File: src/verilog/core_mem_consts.svh
`ifndef CORE_MEM_CONSTS_SVH
`define CORE_MEM_CONSTS_SVH

// ==============================
// Address and data widths
// ==============================
`define ADDR_W 32
`define WORD_W 32

// ==============================
// Memory line geometry
// ==============================
`define LINE_BYTES 16
`define LINE_W (`LINE_BYTES * 8)

// Addressable memory size where the PC wraps
`define MEM_BYTES 4096

// First fetch address
`define RESET_PC 32'h0000_0000

`endif

File: src/verilog/core_mem_pkg.sv
`include "core_mem_consts.svh"

package core_mem_pkg;

  // ==============================
  // Data types
  // ==============================
  typedef logic [`ADDR_W-1:0] addr_t;
  typedef logic [`WORD_W-1:0] word_t;
  typedef logic [`LINE_W-1:0] line_t;

  typedef enum logic [1:0] {
    SIZE_BYTE,
    SIZE_HALF,
    SIZE_WORD
  } access_size_t;

  // ==============================
  // State machines
  // ==============================
  typedef enum logic [1:0] {
    ARB_IDLE,
    ARB_INSTR,
    ARB_DATA
  } arb_state_t;

  typedef enum logic [1:0] {
    FETCH_RUN,
    FETCH_REQ,
    FETCH_WAIT
  } fetch_state_t;

  typedef enum logic [2:0] {
    LSU_IDLE,
    LSU_RD_REQ,
    LSU_RD_WAIT,
    LSU_WR_REQ,
    LSU_WR_WAIT
  } lsu_state_t;

endpackage

File: src/verilog/mem_req_if.sv
`timescale 1ns/10ps

interface mem_req_if import core_mem_pkg::*; ();

  // Requester holds these until gnt
  logic  req;
  logic  we;
  addr_t addr;
  line_t wdata;

  // Driven by the arbiter
  logic  gnt;
  line_t rdata;
  logic  rvalid;
  logic  wdone;

  modport requester (
    output req,
    output we,
    output addr,
    output wdata,
    input  gnt,
    input  rdata,
    input  rvalid,
    input  wdone
  );

  modport arbiter (
    input  req,
    input  we,
    input  addr,
    input  wdata,
    output gnt,
    output rdata,
    output rvalid,
    output wdone
  );

endinterface

File: src/verilog/fetch_unit.sv
`timescale 1ns/10ps
`include "core_mem_consts.svh"

module fetch_unit import core_mem_pkg::*; (
  input  logic  clk_i,
  input  logic  rst_i,
  input  logic  fetch_en_i,
  input  logic  redirect_i,
  input  addr_t redirect_pc_i,
  output logic  instr_valid_o,
  output word_t instr_o,
  output addr_t instr_pc_o,
  mem_req_if.requester bus
);

  localparam int OFF_W  = $clog2(`LINE_BYTES);
  localparam int WOFF_W = $clog2(`WORD_W / 8);
  localparam int IDX_W  = OFF_W - WOFF_W;
  localparam int TAG_W  = `ADDR_W - OFF_W;

  fetch_state_t     state_q;
  addr_t            pc_q;
  addr_t            pc_d;
  addr_t            req_addr_q;
  line_t            buf_line_q;
  logic [TAG_W-1:0] buf_tag_q;
  logic             buf_valid_q;
  logic             stale_q;
  logic             req_q;
  logic             buf_hit;
  logic             next_hit;
  logic             issue;
  logic             fill;
  logic [IDX_W-1:0] word_idx;

  // ==============================
  // Instruction delivery
  // ==============================
  assign word_idx      = pc_q[OFF_W-1:WOFF_W];
  assign buf_hit       = buf_valid_q && (buf_tag_q == pc_q[`ADDR_W-1:OFF_W]);
  assign instr_valid_o = fetch_en_i && buf_hit && !redirect_i;
  assign instr_o       = buf_line_q[word_idx*`WORD_W +: `WORD_W];
  assign instr_pc_o    = pc_q;

  always_comb begin
    if (redirect_i) begin
      pc_d = addr_t'(redirect_pc_i % `MEM_BYTES);
    end else if (instr_valid_o) begin
      pc_d = addr_t'((pc_q + (`WORD_W / 8)) % `MEM_BYTES);
    end else begin
      pc_d = pc_q;
    end
  end

  // Look ahead at the next PC so the request leaves one cycle after the change
  assign next_hit = buf_valid_q && (buf_tag_q == pc_d[`ADDR_W-1:OFF_W]);
  assign issue    = (state_q == FETCH_RUN) && !next_hit;
  assign fill     = (state_q == FETCH_WAIT) && bus.rvalid && !stale_q && !redirect_i;

  // ==============================
  // Line request FSM
  // ==============================
  always_ff @(posedge clk_i) begin
    if (!rst_i) begin
      pc_q        <= `RESET_PC;
      state_q     <= FETCH_RUN;
      stale_q     <= 1'b0;
      req_q       <= 1'b0;
      buf_valid_q <= 1'b0;
    end else begin
      pc_q <= pc_d;
      case (state_q)
        FETCH_RUN: begin
          if (issue) begin
            req_q   <= 1'b1;
            state_q <= FETCH_REQ;
          end
        end
        FETCH_REQ: begin
          if (redirect_i) begin
            stale_q <= 1'b1;
          end
          if (bus.gnt) begin
            req_q   <= 1'b0;
            state_q <= FETCH_WAIT;
          end
        end
        FETCH_WAIT: begin
          if (bus.rvalid) begin
            // Stale line is dropped and RUN asks again
            stale_q <= 1'b0;
            state_q <= FETCH_RUN;
            if (fill) begin
              buf_valid_q <= 1'b1;
            end
          end else if (redirect_i) begin
            stale_q <= 1'b1;
          end
        end
        default: state_q <= FETCH_RUN;
      endcase
    end
  end

  always_ff @(posedge clk_i) begin
    if (issue) begin
      req_addr_q <= {pc_d[`ADDR_W-1:OFF_W], {OFF_W{1'b0}}};
    end
    if (fill) begin
      buf_line_q <= bus.rdata;
      buf_tag_q  <= req_addr_q[`ADDR_W-1:OFF_W];
    end
  end

  // Fetch only reads lines
  assign bus.req   = req_q;
  assign bus.we    = 1'b0;
  assign bus.addr  = req_addr_q;
  assign bus.wdata = '0;

endmodule

File: src/verilog/load_store_unit.sv
`timescale 1ns/10ps
`include "core_mem_consts.svh"

module load_store_unit import core_mem_pkg::*; (
  input  logic         clk_i,
  input  logic         rst_i,
  input  logic         lsu_req_i,
  input  logic         lsu_we_i,
  input  access_size_t lsu_size_i,
  input  addr_t        lsu_addr_i,
  input  word_t        lsu_wdata_i,
  output word_t        lsu_rdata_o,
  output logic         lsu_done_o,
  output logic         lsu_busy_o,
  mem_req_if.requester bus
);

  localparam int OFF_W = $clog2(`LINE_BYTES);

  lsu_state_t       state_q;
  logic             done_q;
  logic             we_q;
  access_size_t     size_q;
  addr_t            addr_q;
  word_t            wdata_q;
  word_t            rdata_q;
  line_t            line_q;
  word_t            size_mask;
  logic [OFF_W+2:0] shamt;
  line_t            rd_shifted;
  line_t            merged;

  // ==============================
  // Lane select and merge
  // ==============================
  assign shamt = {addr_q[OFF_W-1:0], 3'b000};

  always_comb begin
    case (size_q)
      SIZE_BYTE: size_mask = word_t'(8'hFF);
      SIZE_HALF: size_mask = word_t'(16'hFFFF);
      default:   size_mask = '1;
    endcase
    rd_shifted = bus.rdata >> shamt;
    merged     = (bus.rdata & ~(line_t'(size_mask) << shamt))
               | (line_t'(wdata_q & size_mask) << shamt);
  end

  // ==============================
  // Access FSM
  // ==============================
  always_ff @(posedge clk_i) begin
    if (!rst_i) begin
      state_q <= LSU_IDLE;
      done_q  <= 1'b0;
    end else begin
      done_q <= 1'b0;
      case (state_q)
        LSU_IDLE: begin
          if (lsu_req_i) begin
            state_q <= LSU_RD_REQ;
          end
        end
        LSU_RD_REQ: begin
          if (bus.gnt) begin
            state_q <= LSU_RD_WAIT;
          end
        end
        LSU_RD_WAIT: begin
          if (bus.rvalid) begin
            if (we_q) begin
              state_q <= LSU_WR_REQ;
            end else begin
              done_q  <= 1'b1;
              state_q <= LSU_IDLE;
            end
          end
        end
        LSU_WR_REQ: begin
          if (bus.gnt) begin
            state_q <= LSU_WR_WAIT;
          end
        end
        LSU_WR_WAIT: begin
          if (bus.wdone) begin
            done_q  <= 1'b1;
            state_q <= LSU_IDLE;
          end
        end
        default: state_q <= LSU_IDLE;
      endcase
    end
  end

  always_ff @(posedge clk_i) begin
    if (state_q == LSU_IDLE && lsu_req_i) begin
      we_q    <= lsu_we_i;
      size_q  <= lsu_size_i;
      addr_q  <= lsu_addr_i;
      wdata_q <= lsu_wdata_i;
    end
    if (state_q == LSU_RD_WAIT && bus.rvalid) begin
      if (we_q) begin
        line_q <= merged;
      end else begin
        // Zero-extended load result
        rdata_q <= rd_shifted[`WORD_W-1:0] & size_mask;
      end
    end
  end

  assign lsu_rdata_o = rdata_q;
  assign lsu_done_o  = done_q;
  assign lsu_busy_o  = (state_q != LSU_IDLE);

  assign bus.req   = (state_q == LSU_RD_REQ) || (state_q == LSU_WR_REQ);
  assign bus.we    = (state_q == LSU_WR_REQ);
  assign bus.addr  = {addr_q[`ADDR_W-1:OFF_W], {OFF_W{1'b0}}};
  assign bus.wdata = line_q;

endmodule

File: src/verilog/mem_arbiter.sv
`timescale 1ns/10ps

module mem_arbiter import core_mem_pkg::*; (
  input  logic  clk_i,
  input  logic  rst_i,
  mem_req_if.arbiter instr,
  mem_req_if.arbiter data,
  input  logic  mem_data_valid_i,
  input  line_t mem_data_i,
  input  logic  mem_write_done_i,
  output logic  rd_req_valid_o,
  output logic  wr_req_valid_o,
  output logic  req_is_instr_o,
  output addr_t req_address_o,
  output line_t wr_data_o
);

  arb_state_t state_q;
  logic       instr_gnt_q;
  logic       data_gnt_q;
  logic       wr_q;
  logic       xfer_done;

  assign xfer_done = wr_q ? mem_write_done_i : mem_data_valid_i;

  // ==============================
  // Owner selection
  // ==============================
  always_ff @(posedge clk_i) begin
    if (!rst_i) begin
      state_q        <= ARB_IDLE;
      instr_gnt_q    <= 1'b0;
      data_gnt_q     <= 1'b0;
      wr_q           <= 1'b0;
      rd_req_valid_o <= 1'b0;
      wr_req_valid_o <= 1'b0;
      req_is_instr_o <= 1'b0;
    end else begin
      instr_gnt_q    <= 1'b0;
      data_gnt_q     <= 1'b0;
      rd_req_valid_o <= 1'b0;
      wr_req_valid_o <= 1'b0;
      req_is_instr_o <= 1'b0;
      case (state_q)
        ARB_IDLE: begin
          // Data side has priority
          if (data.req) begin
            state_q        <= ARB_DATA;
            data_gnt_q     <= 1'b1;
            wr_q           <= data.we;
            rd_req_valid_o <= !data.we;
            wr_req_valid_o <= data.we;
          end else if (instr.req) begin
            state_q        <= ARB_INSTR;
            instr_gnt_q    <= 1'b1;
            wr_q           <= instr.we;
            rd_req_valid_o <= !instr.we;
            wr_req_valid_o <= instr.we;
            req_is_instr_o <= !instr.we;
          end
        end
        ARB_INSTR, ARB_DATA: begin
          if (xfer_done) begin
            state_q <= ARB_IDLE;
          end
        end
        default: state_q <= ARB_IDLE;
      endcase
    end
  end

  always_ff @(posedge clk_i) begin
    if (state_q == ARB_IDLE) begin
      if (data.req) begin
        req_address_o <= data.addr;
        wr_data_o     <= data.wdata;
      end else if (instr.req) begin
        req_address_o <= instr.addr;
        wr_data_o     <= instr.wdata;
      end
    end
  end

  // ==============================
  // Completion routing
  // ==============================
  assign instr.gnt    = instr_gnt_q;
  assign instr.rdata  = mem_data_i;
  assign instr.rvalid = (state_q == ARB_INSTR) && !wr_q && mem_data_valid_i;
  assign instr.wdone  = (state_q == ARB_INSTR) && wr_q && mem_write_done_i;

  assign data.gnt     = data_gnt_q;
  assign data.rdata   = mem_data_i;
  assign data.rvalid  = (state_q == ARB_DATA) && !wr_q && mem_data_valid_i;
  assign data.wdone   = (state_q == ARB_DATA) && wr_q && mem_write_done_i;

endmodule

File: src/verilog/core_mem_top.sv
`timescale 1ns/10ps

module core_mem_top import core_mem_pkg::*; (
  input  logic         clk_i,
  input  logic         rst_i,

  // Fetch side
  input  logic         fetch_en_i,
  input  logic         redirect_i,
  input  addr_t        redirect_pc_i,
  output logic         instr_valid_o,
  output word_t        instr_o,
  output addr_t        instr_pc_o,

  // Data side
  input  logic         lsu_req_i,
  input  logic         lsu_we_i,
  input  access_size_t lsu_size_i,
  input  addr_t        lsu_addr_i,
  input  word_t        lsu_wdata_i,
  output word_t        lsu_rdata_o,
  output logic         lsu_done_o,
  output logic         lsu_busy_o,

  // External memory port
  output logic         rd_req_valid_o,
  output logic         wr_req_valid_o,
  output logic         req_is_instr_o,
  output addr_t        req_address_o,
  output line_t        wr_data_o,
  input  logic         mem_data_valid_i,
  input  line_t        mem_data_i,
  input  logic         mem_write_done_i
);

  mem_req_if instr_bus ();
  mem_req_if data_bus ();

  fetch_unit u_fetch (
    .clk_i         (clk_i),
    .rst_i         (rst_i),
    .fetch_en_i    (fetch_en_i),
    .redirect_i    (redirect_i),
    .redirect_pc_i (redirect_pc_i),
    .instr_valid_o (instr_valid_o),
    .instr_o       (instr_o),
    .instr_pc_o    (instr_pc_o),
    .bus           (instr_bus.requester)
  );

  load_store_unit u_lsu (
    .clk_i       (clk_i),
    .rst_i       (rst_i),
    .lsu_req_i   (lsu_req_i),
    .lsu_we_i    (lsu_we_i),
    .lsu_size_i  (lsu_size_i),
    .lsu_addr_i  (lsu_addr_i),
    .lsu_wdata_i (lsu_wdata_i),
    .lsu_rdata_o (lsu_rdata_o),
    .lsu_done_o  (lsu_done_o),
    .lsu_busy_o  (lsu_busy_o),
    .bus         (data_bus.requester)
  );

  mem_arbiter u_arb (
    .clk_i            (clk_i),
    .rst_i            (rst_i),
    .instr            (instr_bus.arbiter),
    .data             (data_bus.arbiter),
    .mem_data_valid_i (mem_data_valid_i),
    .mem_data_i       (mem_data_i),
    .mem_write_done_i (mem_write_done_i),
    .rd_req_valid_o   (rd_req_valid_o),
    .wr_req_valid_o   (wr_req_valid_o),
    .req_is_instr_o   (req_is_instr_o),
    .req_address_o    (req_address_o),
    .wr_data_o        (wr_data_o)
  );

endmodule

File: config.mk
export PLATFORM = sky130hd
export DESIGN_NAME = core_mem_top
export DESIGN_NICKNAME = d
export VERILOG_FILES = /design/src/verilog/core_mem_pkg.sv /design/src/verilog/mem_req_if.sv /design/src/verilog/fetch_unit.sv /design/src/verilog/load_store_unit.sv /design/src/verilog/mem_arbiter.sv /design/src/verilog/core_mem_top.sv
export VERILOG_INCLUDE_DIRS = /design/src /design/src/verilog
export SDC_FILE = /design/constraint.sdc
export NUM_CORES = 1
export LEC_CHECK = 0
export BUFFER_PORTS_ARGS = -buffer_cell sky130_fd_sc_hd__buf_2
export CAP_MARGIN = 5
export CORE_MARGIN = 3
export CORE_UTILIZATION = 46
export DETAILED_ROUTE_END_ITERATION = 12
export PLACE_DENSITY = 0.77
export SLEW_MARGIN = 0
export SYNTH_ARGS = -nofsm -noshare
export SYNTH_HDL_FRONTEND = slang
export SYNTH_HIERARCHICAL = 1
export SYNTH_SLANG_ARGS = --single-unit
export TNS_END_PERCENT = 10
File: constraint.sdc
create_clock -name clk_i -period 39.1 [get_ports clk_i]
set_input_delay 1.955 -clock clk_i [delete_from_list [all_inputs] [get_ports clk_i]]
set_output_delay 1.955 -clock clk_i [all_outputs]
set_load 0.01 [all_outputs]
==> metrics.yaml, run 1 <==
clock_tree:
  post_cts_buffers: 0
  insertion_delay_ps: 610
  cts_sinks: 620
  cts_resized: 0
  cts_buffers: 67
  cts_hold_buf: 0
  cts_root_buf: "clkbuf_16"
  cts_tree: "built"
  cts_max_level: 3
  clkTransAtPathRegs_ps: 60
  clock_path_buffers: 3
critical_path:
  required_ps: 37140
  reg2reg_from: "u_lsu/addr_q[1]$_DFFE_PP_"
  rrSetupSlack_ps: 34180
  crit_type: "in -> out"
  worst_r2r_path_depth: 5
  worstReg2RegEnd: "u_lsu/bus.wdata[58]$_DFFE_PP_"
  endpoint_kind: "primary output"
  arrival_ps: 3770
  critPathLaunchType: "input pin"
  worstPathMaxFanout: 5
run:
  maxCapViolCount: 0
drt:
  drt-total-wl_mm: 105
  first_pass_iters: 6
  dr_total_vias: 21200
  via_per_inst: 5.89
  avgRoutedWirePerCell_um: 29.1
  drc: 0
  initialDrtViolationCount: 3370
  ant_nets: 0
worst_hold_path:
  hold-path-endpoint: "u_fetch/buf_tag_q[25]$_DFFE_PP_"
  min_path_cells: 0
  min_path_type: "reg -> reg"
  hold_start: "u_fetch/bus.addr[29]$_DFFE_PP_"
grt:
  grt_max_degree: 158
  grt_overflow: 0
  gr-usage-all-layers: 0.270
  grt_pass1_wl_mm: 146
  grt_pass1_vias: 20600
  antenna_found_initial: 16
placement:
  port-buffer-count: 475
  post-dp-hpwl_mm: 76.5
  place_area_mm2: 0.0336
  place_inst: 3480
  gp_congestion: 0.966
cells_and_area:
  final_common_cell: "edfxtp_1"
  drive_above_1_share: 0.343
  final_area_mm2: 0.0359
  fillers: 6062
  nNetsFinal: 2841
  syn_to_final_growth_pct: 7.75
  final_cells: 3608
  layout_common_cells: "edfxtp_1, buf_2, nand2_1"
sta:
  fin_crit_ps: 5720
  rsz0062_at_grt: "false"
  fin_tns_setup_ps: 0
  relSlewSlack: 0.167
  setup-violations-final: 0
  fin_crit_sh: 0.146
  slew_violations: 0
  worst_pin_slew_ps: 1240
  max_freq_mhz: 175
  fin_skew_ps: 26.6
  hold_viol: 0
  whs_ps: 448
floorplan:
  row_count: 98
  die-area_mm2: 0.0758
  boundaryPins: 496
  initial_core_util: 0.466
  die_w_um: 275
  core_mm2: 0.0716
  die_y_um: 275
logic_synthesis:
  synth_cells: 2447
  synth.cell_area_mm2: 0.0334
  ys_warn_count: 6
  syn_avg_cell_area_um2: 13.6
pwr:
  ir_drop_v: 0.0000403
  p_per_area_mw_per_mm2: 54.8
  leakage_nw: 14.0
run_status:
  status: "finished, final reports clean"
## registers in the layout, indices dropped and copies added, names as in the netlist, 2 cells and up
signal and count:
u_arb/req_address_o 32, u_arb/state_q 2, u_arb/wr_data_o 128, u_fetch/buf_line_q 128, u_fetch/buf_tag_q 28, u_fetch/bus.addr 28, u_fetch/instr_pc_o 32, u_fetch/state_q 2
u_lsu/addr_q 32, u_lsu/bus.wdata 128, u_lsu/lsu_rdata_o 32, u_lsu/size_q 2, u_lsu/state_q 3, u_lsu/wdata_q 32
## per-layer routing
layer / vias to the layer above / wire (µm) / track usage
met3: 297 / 11500 / 0.0591
met4: 10 / 5950 / 0.139
li1: 8991 / - / -
met5: - / 70 / 0
met1: 10500 / 38400 / 0.345
met2: 1439 / 49100 / 0.434
## where the power goes
part	leakage, nW	total, W	switching [W]	internal, W
logic	7.10	0.000399	0.000255	0.000145
registers	5.72	0.000898	0.0000438	0.000855
clock network	1.13	0.000672	0.000273	0.000400
total	14.0	0.00197	0.000571	0.00140
## stage by stage
step | util | power [W] | setup WS, ps
global placement | 0.469 | 0.00130 | 33400
finish | 0.502 | 0.00197 | 33380
global route | 0.502 | 0.00204 | 33270
detailed placement | 0.469 | 0.00131 | 33440
floorplan | - | 0.00117 | 25010
CTS | 0.502 | 0.00198 | 33430
## worst max-delay path, cell delays in order
cell      delay [ps]
buf_2            100
nand2_1           50
a211oi_1         240
nand4_1          140
nor4_1           840
and2_1           290
buf_2            150
## layout make-up
type / count / area [µm²] / area share
Clock buffer: 78 / 1750 / 0.0487
Tap cell: 950 / 1190 / 0.0331
Sequential cell: 620 / 18100 / 0.504
Antenna cell: 5 / 12.5 / 0.000348
Timing Repair Buffer: 500 / 2590 / 0.0721
Multi-Input combinational cell: 1359 / 11500 / 0.319
Clock inverter: 45 / 606 / 0.0168
Inverter: 51 / 194 / 0.00540
## how the worst max path moves through the flow
stage / start / endpoint / cells after the start
floorplan: redirect_i / u_fetch/buf_line_q[0]$_DFFE_PP_ / 4
global placement: fetch_en_i / instr_valid_o / 7
detailed placement: fetch_en_i / instr_valid_o / 7
CTS: fetch_en_i / instr_valid_o / 7
global route: fetch_en_i / instr_valid_o / 7
finish: fetch_en_i / instr_valid_o / 7
No activity file was read; power rests on OpenSTA's default activity.
==> run 2, diff against run 1 <==
PLACE_DENSITY = 0.79   (was 0.77)
clock period = 4.7 ns   (was 39.1 ns; I/O delays follow)
==> run 2 against run 1 <==
Net effect:
- clock power increased to 8.5 times the previous value
- largest power group unchanged
- wire length rose by 7.2%
- non-clock buffer count grew 214
- worst hold slack worse by 430 ps
- sequential share of layout area shrank 3.0 points
- flip-flop and latch count stayed put
==> metrics.yaml, run 2 (synthesis results as in run 1) <==
run_status:
  status: "finished, final reports clean"  # unchanged
grt:
  antenna_found_initial: 14  # was 16
  grt_overflow: 0  # unchanged
  grt_pass1_vias: 21900  # was 20600
  gr-usage-all-layers: 0.289  # was 0.270
  grt_max_degree: 159  # was 158
  grt_pass1_wl_mm: 156  # was 146 mm
cells_and_area:
  layout_common_cells: "edfxtp_1, buf_2, dlygate4sd3_1"  # was edfxtp_1, buf_2, nand2_1
  final_common_cell: "edfxtp_1"  # unchanged
  drive_above_1_share: 0.324  # was 0.343
  nNetsFinal: 3056  # was 2841
  syn_to_final_growth_pct: 14.5  # was 7.75%
  fillers: 5787  # was 6062
clock_tree:
  clkTransAtPathRegs_ps: 60  # about the same
  cts_max_level: 3  # unchanged
  insertion_delay_ps: 640  # was 610 ps
  cts_sinks: 620  # unchanged
  cts_tree: "built"  # unchanged
  clock_path_buffers: 3  # unchanged
  cts_root_buf: "clkbuf_16"  # unchanged
  cts_buffers: 68  # was 67
  cts_resized: 0  # unchanged
critical_path:
  worstPathMaxFanout: 25  # was 5
  arrival_ps: 4530  # was 3770 ps
  crit_type: "reg -> reg"  # was in -> out
  required_ps: 5030  # was 37140 ps
  endpoint_kind: "flip-flop"  # was primary output
  critPathLaunchType: "flip-flop"  # was input pin
sta:
  rsz0062_at_grt: "false"  # unchanged
  slew_violations: 0  # unchanged
  hold_viol: 0  # unchanged
  setup-violations-final: 0  # unchanged
  fin_crit_ps: 4200
  fin_skew_ps: 34.5  # was 26.6 ps
  fin_crit_sh: 0.894
  max_freq_mhz: 238
  worst_pin_slew_ps: 1120  # was 1240 ps
  fin_tns_setup_ps: 0  # unchanged
  relSlewSlack: 0.248  # was 0.167
drt:
  drc: 0  # unchanged
  via_per_inst: 5.87  # was 5.89
  initialDrtViolationCount: 2862  # was 3370
  drt-total-wl_mm: 113  # was 105 mm
  dr_total_vias: 22400  # was 21200
  first_pass_iters: 6  # unchanged
  avgRoutedWirePerCell_um: 29.4  # was 29.1 µm
  ant_nets: 0  # unchanged
pwr:
  leakage_nw: 14.9  # was 14.0 nW
  p_int_w: 0.0118  # was 0.00140 W
  clock_power_share: 0.341  # about the same
  finalPower_w: 0.0167  # was 0.00197 W
  p_per_area_mw_per_mm2: 438  # was 54.8 mW/mm²
  p_comb_frac: 0.211  # was 0.203
  ir_drop_v: 0.000310  # was 0.0000403 V
  switchingPower_w: 0.00494  # was 0.000571 W
  swShare: 0.295  # was 0.290
  pwr-share-seq: 0.447  # was 0.456
placement:
  gp_congestion: 1.02  # was 0.966
  port-buffer-count: 475  # unchanged
  post-dp-hpwl_mm: 79.4  # was 76.5 mm
floorplan:
  die-area_mm2: 0.0758  # unchanged
  row_count: 98  # unchanged
  initial_core_util: 0.466  # unchanged
  boundaryPins: 496  # unchanged
  core_mm2: 0.0716  # unchanged
  die_w_um: 275  # unchanged
  die_y_um: 275  # unchanged
worst_hold_path:
  min_path_type: "in -> reg"  # was reg -> reg
run:
  maxCapViolCount: 0  # unchanged
-- run 2: cell types whose count changed in the layout (fill, tap and decap cells not counted), moves of 3 or more --
cell,before,now
dlygate4sd3_1,0,200
clkinv_16,1,4
buf_12,2,6
clkbuf_1,9,12
buf_4,23,33
-- run 2: power groups by stage --
stage / clock, W / sequential [W] / combinational, W
2_1_floorplan: 0 / 0.00781 / 0.00197
3_3_place_gp: 0 / 0.00758 / 0.00327
3_5_place_dp: 0 / 0.00759 / 0.00332
4_1_cts: 0.00576 / 0.00748 / 0.00347
5_1_grt: 0.00600 / 0.00754 / 0.00371
6_report: 0.00571 / 0.00749 / 0.00354
-- run 2: area by class of cell --
cell class	count	area, µm²	share of cell area
antenna	7	17.5	0.000459
multi-input combinational	1359	11500	0.301
timing repair buffer	714	4750	0.124
tap	950	1190	0.0311
clock buffer	83	1800	0.0471
clock inverter	41	598	0.0157
sequential	620	18100	0.475
inverter	51	194	0.00508
-- run 2: repair_timing --
item,in CTS,in global routing
hold buffers,199,1
hold endpoints to repair,202,1
setup buffers,0,0
-- run 2: worst paths after layout --
kind,end,start,depth (start not counted),slack (ps)
setup / recovery,u_fetch/bus.addr[15]$_DFFE_PP_,u_fetch/buf_tag_q[10]$_DFFE_PP_,11,500
hold / removal,u_fetch/bus.addr[6]$_DFFE_PP_,redirect_pc_i[6],3,20
setup reg to reg,u_fetch/bus.addr[15]$_DFFE_PP_,u_fetch/buf_tag_q[10]$_DFFE_PP_,11,500
hold reg to reg,u_fetch/buf_tag_q[1]$_DFFE_PP_,u_fetch/bus.addr[5]$_DFFE_PP_,0,460
-- run 2: per-layer routing --
layer | global-route usage | part of all wire | vias to the layer above
li1 | - | - | 9429
met1 | 0.371 | 0.37 | 11100
met2 | 0.461 | 0.47 | 1553
met3 | 0.0635 | 0.10 | 333
met4 | 0.148 | 0.057 | 2
met5 | 0 | 0.000098 | -
-- run 2: critical path, stage by stage (launching register included) --
cell,delay (ps)
edfxtp_1,510
xor2_1,210
nor4_1,550
nand2_1,180
o41a_1,790
buf_4,360
and2_2,220
o221ai_1,260
nor4b_4,110
nand3_2,110
and2_2,350
buf_12,230
-- run 2: per-stage QoR --
step	hold slack, ps	setup WS [ps]	std cells	area (µm²)	util
6_report	16.7	498	3825	38200	0.533
5_1_grt	4.66	306	3820	38200	0.533
4_1_cts	0.407	583	3817	38200	0.533
3_5_place_dp	413	630	3494	33800	0.472
3_3_place_gp	412	676	3494	33800	0.472
2_1_floorplan	334	-507	2582	33900	-
